**src/switch_defs.svh**
```systemverilog
`ifndef SWITCH_DEFS_SVH
`define SWITCH_DEFS_SVH

////////////////////////////////////////////////////////////////////////////
// switch geometry
////////////////////////////////////////////////////////////////////////////

// ingress ports feeding the egress link
`define NUM_PORTS 5

// beat width in bits, strobes are one per byte
`define DATA_WIDTH 32

////////////////////////////////////////////////////////////////////////////
// egress link
////////////////////////////////////////////////////////////////////////////

// beat slots in the downstream buffer
`define EGRESS_CREDITS 4

`endif

```
**src/switch_pkg.sv**
```systemverilog
`include "switch_defs.svh"

package switch_pkg;

	// one beat and its byte strobes
	typedef logic [`DATA_WIDTH-1:0]     data_t;
	typedef logic [`DATA_WIDTH/8-1:0]   strb_t;

	// sideband fields, held for a whole packet
	typedef logic [15:0] pkt_len_t;
	typedef logic [7:0]  port_mask_t;

	// select value for the datapath mux
	typedef logic [2:0] port_idx_t;

	typedef enum logic
	{
		arb_idle,
		arb_busy
	} arb_state_t;

endpackage

```
**src/port_arbiter.sv**
```systemverilog
`timescale 1ns/1ps
`include "switch_defs.svh"

module port_arbiter
(
	input  logic                  ACLK,
	input  logic                  rst_n,
	input  logic [`NUM_PORTS-1:0] req,
	input  logic                  beat_fire,
	input  logic                  beat_last,
	output switch_pkg::port_idx_t sel,
	output logic                  grant_valid
);
	import switch_pkg::*;

	arb_state_t state;
	port_idx_t  next_sel;
	logic       any_req;

	assign any_req = |req;

	////////////////////////////////////////////////////////////////////////////
	// round-robin pick
	////////////////////////////////////////////////////////////////////////////

	// sel keeps the last winner, so it doubles as the rr pointer.
	// walk from the farthest port back to the nearest, nearest wins
	always_comb
	begin
		int idx;
		next_sel = sel;
		for (int i = `NUM_PORTS; i >= 1; i--)
		begin
			idx = (int'(sel) + i) % `NUM_PORTS;
			if (req[idx])
				next_sel = port_idx_t'(idx);
		end
	end

	////////////////////////////////////////////////////////////////////////////
	// grant fsm
	////////////////////////////////////////////////////////////////////////////

	always_ff @(posedge ACLK or negedge rst_n)
	begin
		if (!rst_n)
		begin
			state <= arb_idle;
			// port 0 gets first turn out of reset
			sel   <= port_idx_t'(`NUM_PORTS - 1);
		end
		else
		begin
			case (state)
				arb_idle:
				begin
					if (any_req)
					begin
						state <= arb_busy;
						sel   <= next_sel;
					end
				end
				arb_busy:
				begin
					// held for the whole packet
					if (beat_fire && beat_last)
						state <= arb_idle;
				end
				default:
				begin
					state <= arb_idle;
				end
			endcase
		end
	end

	assign grant_valid = (state == arb_busy);

endmodule

```
**src/datapath_mux.sv**
```systemverilog
`timescale 1ns/1ps
`include "switch_defs.svh"

module datapath_mux
(
	input  switch_pkg::port_idx_t                    sel,
	input  logic                                     grant_valid,
	input  logic                                     credit_ok,
	input  logic [`NUM_PORTS-1:0]                    in_valid,
	input  switch_pkg::data_t [`NUM_PORTS-1:0]       in_data,
	input  switch_pkg::strb_t [`NUM_PORTS-1:0]       in_strb,
	input  logic [`NUM_PORTS-1:0]                    in_last,
	input  switch_pkg::pkt_len_t [`NUM_PORTS-1:0]    in_sb_len,
	input  switch_pkg::port_mask_t [`NUM_PORTS-1:0]  in_sb_dpt,
	input  logic [`NUM_PORTS-1:0]                    in_sb_err,
	output logic [`NUM_PORTS-1:0]                    in_ready,
	output logic                                     beat_fire,
	output switch_pkg::data_t                        beat_data,
	output switch_pkg::strb_t                        beat_strb,
	output logic                                     beat_last,
	output switch_pkg::pkt_len_t                     beat_sb_len,
	output switch_pkg::port_mask_t                   beat_sb_spt,
	output switch_pkg::port_mask_t                   beat_sb_dpt,
	output logic                                     beat_sb_err
);
	import switch_pkg::*;

	logic port_open;

	////////////////////////////////////////////////////////////////////////////
	// handshake back to the ingress ports
	////////////////////////////////////////////////////////////////////////////

	// granted port may move a beat when the link has room
	assign port_open = grant_valid && credit_ok;
	assign beat_fire = port_open && in_valid[sel];

	always_comb
	begin
		in_ready      = '0;
		in_ready[sel] = port_open;
	end

	////////////////////////////////////////////////////////////////////////////
	// beat and sideband select
	////////////////////////////////////////////////////////////////////////////

	// payload only matters on a fired beat
	assign beat_data = in_data[sel];
	assign beat_strb = in_strb[sel];

	always_comb
	begin
		if (beat_fire)
		begin
			beat_last   = in_last[sel];
			beat_sb_len = in_sb_len[sel];
			// source port as a one-hot mask
			beat_sb_spt = port_mask_t'(1) << sel;
			beat_sb_dpt = in_sb_dpt[sel];
			beat_sb_err = in_sb_err[sel];
		end
		else
		begin
			beat_last   = 1'b0;
			beat_sb_len = '0;
			beat_sb_spt = '0;
			beat_sb_dpt = '0;
			beat_sb_err = 1'b0;
		end
	end

endmodule

```
**src/egress_stage.sv**
```systemverilog
`timescale 1ns/1ps
`include "switch_defs.svh"

module egress_stage
(
	input  logic                   ACLK,
	input  logic                   rst_n,
	input  logic                   beat_fire,
	input  switch_pkg::data_t      beat_data,
	input  switch_pkg::strb_t      beat_strb,
	input  logic                   beat_last,
	input  switch_pkg::pkt_len_t   beat_sb_len,
	input  switch_pkg::port_mask_t beat_sb_spt,
	input  switch_pkg::port_mask_t beat_sb_dpt,
	input  logic                   beat_sb_err,
	input  logic                   credit_return,
	output logic                   credit_ok,
	output logic                   out_valid,
	output switch_pkg::data_t      out_data,
	output switch_pkg::strb_t      out_strb,
	output logic                   out_last,
	output logic                   out_sb_valid,
	output switch_pkg::pkt_len_t   out_sb_len,
	output switch_pkg::port_mask_t out_sb_spt,
	output switch_pkg::port_mask_t out_sb_dpt,
	output logic                   out_sb_err
);
	localparam int CNT_W = $clog2(`EGRESS_CREDITS + 1);

	logic [CNT_W-1:0] credit_cnt;
	logic             sop;

	////////////////////////////////////////////////////////////////////////////
	// output register
	////////////////////////////////////////////////////////////////////////////

	// data and strobes only load on a fired beat
	always_ff @(posedge ACLK)
	begin
		if (beat_fire)
		begin
			out_data <= beat_data;
			out_strb <= beat_strb;
		end
	end

	// sideband arrives zeroed from the mux between beats
	always_ff @(posedge ACLK or negedge rst_n)
	begin
		if (!rst_n)
		begin
			out_valid    <= 1'b0;
			out_last     <= 1'b0;
			out_sb_valid <= 1'b0;
			out_sb_len   <= '0;
			out_sb_spt   <= '0;
			out_sb_dpt   <= '0;
			out_sb_err   <= 1'b0;
			sop          <= 1'b1;
		end
		else
		begin
			out_valid    <= beat_fire;
			out_last     <= beat_last;
			out_sb_valid <= beat_fire && sop;
			out_sb_len   <= beat_sb_len;
			out_sb_spt   <= beat_sb_spt;
			out_sb_dpt   <= beat_sb_dpt;
			out_sb_err   <= beat_sb_err;
			// next beat opens a packet if this one closed one
			if (beat_fire)
				sop <= beat_last;
		end
	end

	////////////////////////////////////////////////////////////////////////////
	// credit counter
	////////////////////////////////////////////////////////////////////////////

	// spent when the beat is taken, so back-to-back fires cannot overrun
	always_ff @(posedge ACLK or negedge rst_n)
	begin
		if (!rst_n)
			credit_cnt <= CNT_W'(`EGRESS_CREDITS);
		else
		begin
			case ({beat_fire, credit_return})
				2'b10:   credit_cnt <= credit_cnt - CNT_W'(1);
				2'b01:   credit_cnt <= credit_cnt + CNT_W'(1);
				default: credit_cnt <= credit_cnt;
			endcase
		end
	end

	assign credit_ok = (credit_cnt != '0);

endmodule

```
**src/switch_egress.sv**
```systemverilog
`timescale 1ns/1ps
`include "switch_defs.svh"

module switch_egress
(
	input  logic                                     ACLK,
	input  logic                                     rst_n,
	input  logic [`NUM_PORTS-1:0]                    in_valid,
	input  switch_pkg::data_t [`NUM_PORTS-1:0]       in_data,
	input  switch_pkg::strb_t [`NUM_PORTS-1:0]       in_strb,
	input  logic [`NUM_PORTS-1:0]                    in_last,
	input  switch_pkg::pkt_len_t [`NUM_PORTS-1:0]    in_sb_len,
	input  switch_pkg::port_mask_t [`NUM_PORTS-1:0]  in_sb_dpt,
	input  logic [`NUM_PORTS-1:0]                    in_sb_err,
	output logic [`NUM_PORTS-1:0]                    in_ready,
	output logic                                     out_valid,
	output switch_pkg::data_t                        out_data,
	output switch_pkg::strb_t                        out_strb,
	output logic                                     out_last,
	output logic                                     out_sb_valid,
	output switch_pkg::pkt_len_t                     out_sb_len,
	output switch_pkg::port_mask_t                   out_sb_spt,
	output switch_pkg::port_mask_t                   out_sb_dpt,
	output logic                                     out_sb_err,
	input  logic                                     credit_return
);
	import switch_pkg::*;

	port_idx_t  sel;
	logic       grant_valid;
	logic       credit_ok;
	logic       beat_fire;
	data_t      beat_data;
	strb_t      beat_strb;
	logic       beat_last;
	pkt_len_t   beat_sb_len;
	port_mask_t beat_sb_spt;
	port_mask_t beat_sb_dpt;
	logic       beat_sb_err;

	// packet-level grant
	port_arbiter port_arbiter_inst
	(
		.ACLK        (ACLK),
		.rst_n       (rst_n),
		.req         (in_valid),
		.beat_fire   (beat_fire),
		.beat_last   (beat_last),
		.sel         (sel),
		.grant_valid (grant_valid)
	);

	datapath_mux datapath_mux_inst
	(
		.sel         (sel),
		.grant_valid (grant_valid),
		.credit_ok   (credit_ok),
		.in_valid    (in_valid),
		.in_data     (in_data),
		.in_strb     (in_strb),
		.in_last     (in_last),
		.in_sb_len   (in_sb_len),
		.in_sb_dpt   (in_sb_dpt),
		.in_sb_err   (in_sb_err),
		.in_ready    (in_ready),
		.beat_fire   (beat_fire),
		.beat_data   (beat_data),
		.beat_strb   (beat_strb),
		.beat_last   (beat_last),
		.beat_sb_len (beat_sb_len),
		.beat_sb_spt (beat_sb_spt),
		.beat_sb_dpt (beat_sb_dpt),
		.beat_sb_err (beat_sb_err)
	);

	// one register stage plus credits toward the downstream
	egress_stage egress_stage_inst
	(
		.ACLK          (ACLK),
		.rst_n         (rst_n),
		.beat_fire     (beat_fire),
		.beat_data     (beat_data),
		.beat_strb     (beat_strb),
		.beat_last     (beat_last),
		.beat_sb_len   (beat_sb_len),
		.beat_sb_spt   (beat_sb_spt),
		.beat_sb_dpt   (beat_sb_dpt),
		.beat_sb_err   (beat_sb_err),
		.credit_return (credit_return),
		.credit_ok     (credit_ok),
		.out_valid     (out_valid),
		.out_data      (out_data),
		.out_strb      (out_strb),
		.out_last      (out_last),
		.out_sb_valid  (out_sb_valid),
		.out_sb_len    (out_sb_len),
		.out_sb_spt    (out_sb_spt),
		.out_sb_dpt    (out_sb_dpt),
		.out_sb_err    (out_sb_err)
	);

endmodule

```
**config.mk**
```make
export PLATFORM = sky130hd
export DESIGN_NAME = switch_egress
export DESIGN_NICKNAME = d
export VERILOG_FILES = /design/src/switch_pkg.sv /design/src/port_arbiter.sv /design/src/datapath_mux.sv /design/src/egress_stage.sv /design/src/switch_egress.sv
export VERILOG_INCLUDE_DIRS = /design/src /design/src/src
export SDC_FILE = /design/constraint.sdc
export NUM_CORES = 1
export LEC_CHECK = 0
export BUFFER_PORTS_ARGS = -buffer_cell sky130_fd_sc_hd__buf_2
export CORE_AREA = 2 2 155 157
export DETAILED_ROUTE_END_ITERATION = 12
export DIE_AREA = 0 0 157 159
export PLACE_DENSITY_LB_ADDON = 0.2
export SYNTH_ARGS = -nofsm -noshare
export SYNTH_HDL_FRONTEND = slang
export SYNTH_SLANG_ARGS = --single-unit
```
**constraint.sdc**
```tcl
create_clock -name ACLK -period 6.26 [get_ports ACLK]
set_input_delay 1.565 -clock ACLK [delete_from_list [all_inputs] [get_ports ACLK]]
set_output_delay 1.565 -clock ACLK [all_outputs]
set_load 0.005 [all_outputs]
```
==> metrics.md <==
| Metric | Value |
|---|---|
| Worst path cell trace | `inv_1 -> ha_1 -> ha_1 -> nand2b_1 -> a32oi_1 -> and2_1 -> inv_1 -> ha_1 -> o221a_1 -> or2_0 -> o32a_1 -> mux2_2 -> a211oi_1 -> o21bai_1 -> a221oi_1 -> a21o_1` |
| CP max stage cell | `dfrtp_4` |
| Clock latency on the worst-skew pair | `350 ps` |
| Final hold vios | `0` |
| Power Density | `601 nW/µm²` |
| Hold Crit Class | `reg -> reg` |
| CP Launch Type | `flip-flop` |
| CTS Hold Bufs | `0` |
| Setup Viol. Count Final | `0` |
| P_leak | `4.55 nW` |
| Pwr Total | `5.57 mW` |
| Synth Net Count | `1048` |
| Post-CTS Setup Bufs | `0` |
| Die height | `159 µm` |
| CTS tree | `built` |
| Post-Synthesis Cells | `698` |
| # H-tree levels | `3` |
| CP max stage delay | `670 ps` |
| TNS Setup | `0 ps` |
| Clk slew on worst S/H paths | `60 ps` |
| Clock Path Buffers | `2` |
| Minimum clock period | `4820 ps` |
| Antenna-violating nets left | `0` |
| Ys Warns | `0` |
| WP data arrival | `5100 ps` |
| Clock skew | `9.85 ps` |
| CTS buffer count | `9` |
| DRT Pass-1 Iters | `5` |
| Worst Tran Pin Value | `880 ps` |
| Iter 0 DRT Violations | `445` |
| Max Fclk | `208 MHz` |
| Number of max-cap violations | `0` |
| Crit. End Element | `flip-flop` |
| Largest net degree at the start of global routing | `56` |
| Avg Vias per Cell | `5.08` |
| Most common cell after layout, fill and taps aside | `buf_2` |
| Final nets | `1413` |
| RSZ-0062 raised after global routing | `false` |
| Gr usage total | `0.213` |
| Kind of critical path | `reg -> reg` |
| Hpwl dp | `21600 µm` |
| Core Box Area | `23200 µm²` |
| Yosys cell types | `84` |
| Initial Util | `0.291` |
| Routed WL | `27700 µm` |
| Worst Path Required | `6540 ps` |
| Critical path's top delay family | `compound AO/OA/AOI/OAI gates` |
| DIE AREA | `25000 µm²` |
| Die span in x | `157 µm` |
| Mapped Avg Cell Area | `9.65 µm²` |
| Most frequent cells in the layout | `buf_2 (394), mux2i_1 (81), a21oi_1 (73), nand2_1 (71), nor2_1 (53)` |
| Max rail drop VDD | `0.000267 V` |
| Mapped Area | `6740 µm²` |
| Congestion Overflow GR | `0` |
| CP Buf/Inv Count | `2` |
| Worst slew margin | `0.413` |
| Final weighted congestion in routability-driven placement | `0.932` |
| Hold slack final | `510 ps` |
| Root Buffer Master | `clkbuf_16` |
| Max Fanout on Critical Path | `33` |
| Area growth syn-to-layout | `37.6%` |
| Layout cells sized above 1 | `0.449` |
| # IOs | `395` |
| Row cnt | `56` |
| Drt wl/cell | `19.9 µm` |
| Post-synth EDFFs | `36` |
| Slew Viols, Final | `0` |
| Routed vias | `7051` |
| Top_reg_cell synth | `dfrtp_1` |
| Final worst-path cycle share | `0.770` |
| Synth async-reset ratio | `0.550` |
| Register bit count reported by yosys | `80` |
| Register area share after synthesis | `0.324` |
| Drt drc | `0` |
| Port bufs | `394` |
| Cell mode on critical path | `ha_1` |
| Vias in the first global route | `6890` |
| CTS resizes | `0` |
| First-pass GRT wire length | `41000 µm` |
| Initial antenna violation count | `3` |
| TritonCTS sink count | `80` |
| Outcome | `completed` |
## per-layer routing
| layer | vias up | share of wire | global-route usage |
|---|---|---|---|
| met4 | 2 | 0.024 | 0.0738 |
| li1 | 3354 | - | - |
| met3 | 38 | 0.058 | 0.0370 |
| met2 | 231 | 0.50 | 0.371 |
| met5 | - | 0.00047 | 0 |
| met1 | 3426 | 0.42 | 0.263 |
## power breakdown
part / switching (mW) / total, mW / internal [mW]
sequential: 0.175 / 1.07 / 0.891
combinational: 2.26 / 3.94 / 1.68
clock: 0.226 / 0.563 / 0.337
total: 2.66 / 5.57 / 2.90
## metrics by stage
stage | cell area [µm²] | setup slack [ps] | std cells | utilization
after global routing | 9270 | 1040 | 1389 | 0.400
after detailed placement | 8950 | 1470 | 1371 | 0.386
after CTS | 9270 | 1440 | 1387 | 0.400
after global placement | 8950 | 1640 | 1371 | 0.386
final | 9270 | 1440 | 1389 | 0.400
after floorplan | 6740 | 891 | 698 | -
## final cells by class
type / instances / area (µm²)
Sequential cell: 80 / 2200
Antenna cell: 2 / 5.00
Fill cell: 2395 / 13900
Tap cell: 319 / 399
Timing Repair Buffer: 407 / 2070
Inverter: 25 / 93.8
Clock inverter: 5 / 61.3
Clock buffer: 11 / 254
Multi-Input combinational cell: 540 / 4190
## path summary, 6_finish.rpt
kind,cells past startpoint,slack [ps],to,start
max in group asynchronous,2,4480,port_arbiter_inst.sel[0],rst_n
setup / recovery,16,1440,port_arbiter_inst.sel[1],port_arbiter_inst.sel[1]
hold reg to reg,1,510,egress_stage_inst.sop,egress_stage_inst.sop
hold / removal,1,510,egress_stage_inst.sop,egress_stage_inst.sop
setup reg to reg,16,1440,port_arbiter_inst.sel[1],port_arbiter_inst.sel[1]
min in group asynchronous,2,1300,egress_stage_inst.out_sb_len[6],rst_n
## synthesized netlist by cell type, drive strengths merged, types with 3 or more instances
master / count / share of area
mux2i: 81 / 0.12
o21a: 4 / 0.0045
xor2: 3 / 0.0039
o22ai: 38 / 0.035
nand2b: 6 / 0.0056
xnor2: 6 / 0.0078
a21oi: 74 / 0.056
o31a: 4 / 0.0054
a31oi: 6 / 0.0056
dfstp: 3 / 0.012
o31ai: 4 / 0.0052
a21boi: 3 / 0.0050
nor2: 54 / 0.030
ha: 31 / 0.058
nand2: 71 / 0.040
or4b: 3 / 0.0050
a21o: 6 / 0.0067
dfrtp: 41 / 0.15
nor2b: 4 / 0.0037
and3: 17 / 0.016
nor3: 5 / 0.0037
o21ai: 12 / 0.0089
o211ai: 7 / 0.0078
buf: 22 / 0.018
or2: 4 / 0.0037
a211oi: 4 / 0.0045
a221oi: 6 / 0.0097
mux4: 28 / 0.094
inv: 25 / 0.014
nand3: 8 / 0.0059
clkbuf: 31 / 0.022
nor4: 3 / 0.0028
mux2: 5 / 0.0089
edfxtp: 36 / 0.16
## cells by family after synthesis
| logic type | synth area share |
|---|---|
| muxes | 0.223 |
| xor gates and xnor gates | 0.0117 |
| and+or+nand+nor | 0.134 |
| DFF | 0.324 |
| AOI/OAI and AO/OA | 0.193 |
| buffers and inverters | 0.0533 |
| adders and majority gates | 0.0605 |
## registers in the layout, indices dropped and copies added (netlist names)
signal                          count
port_arbiter_inst.sel               3
egress_stage_inst.out_last          1
egress_stage_inst.out_sb_err        1
egress_stage_inst.out_sb_len       16
egress_stage_inst.out_sb_dpt        8
egress_stage_inst.credit_cnt        3
port_arbiter_inst.grant_valid       1
egress_stage_inst.out_data         32
egress_stage_inst.sop               1
egress_stage_inst.out_valid         1
egress_stage_inst.out_strb          4
egress_stage_inst.out_sb_spt        8
egress_stage_inst.out_sb_valid      1
## worst reg2reg max path, delay by kind of cell, from the launching register on
family	cells	cell delay [ps]
simple gates	3	680
flops	1	670
fa+ha+maj	3	1020
mux	1	340
buf+inv	2	360
compound gates	7	1700
(Power assumes the default switching activity.)
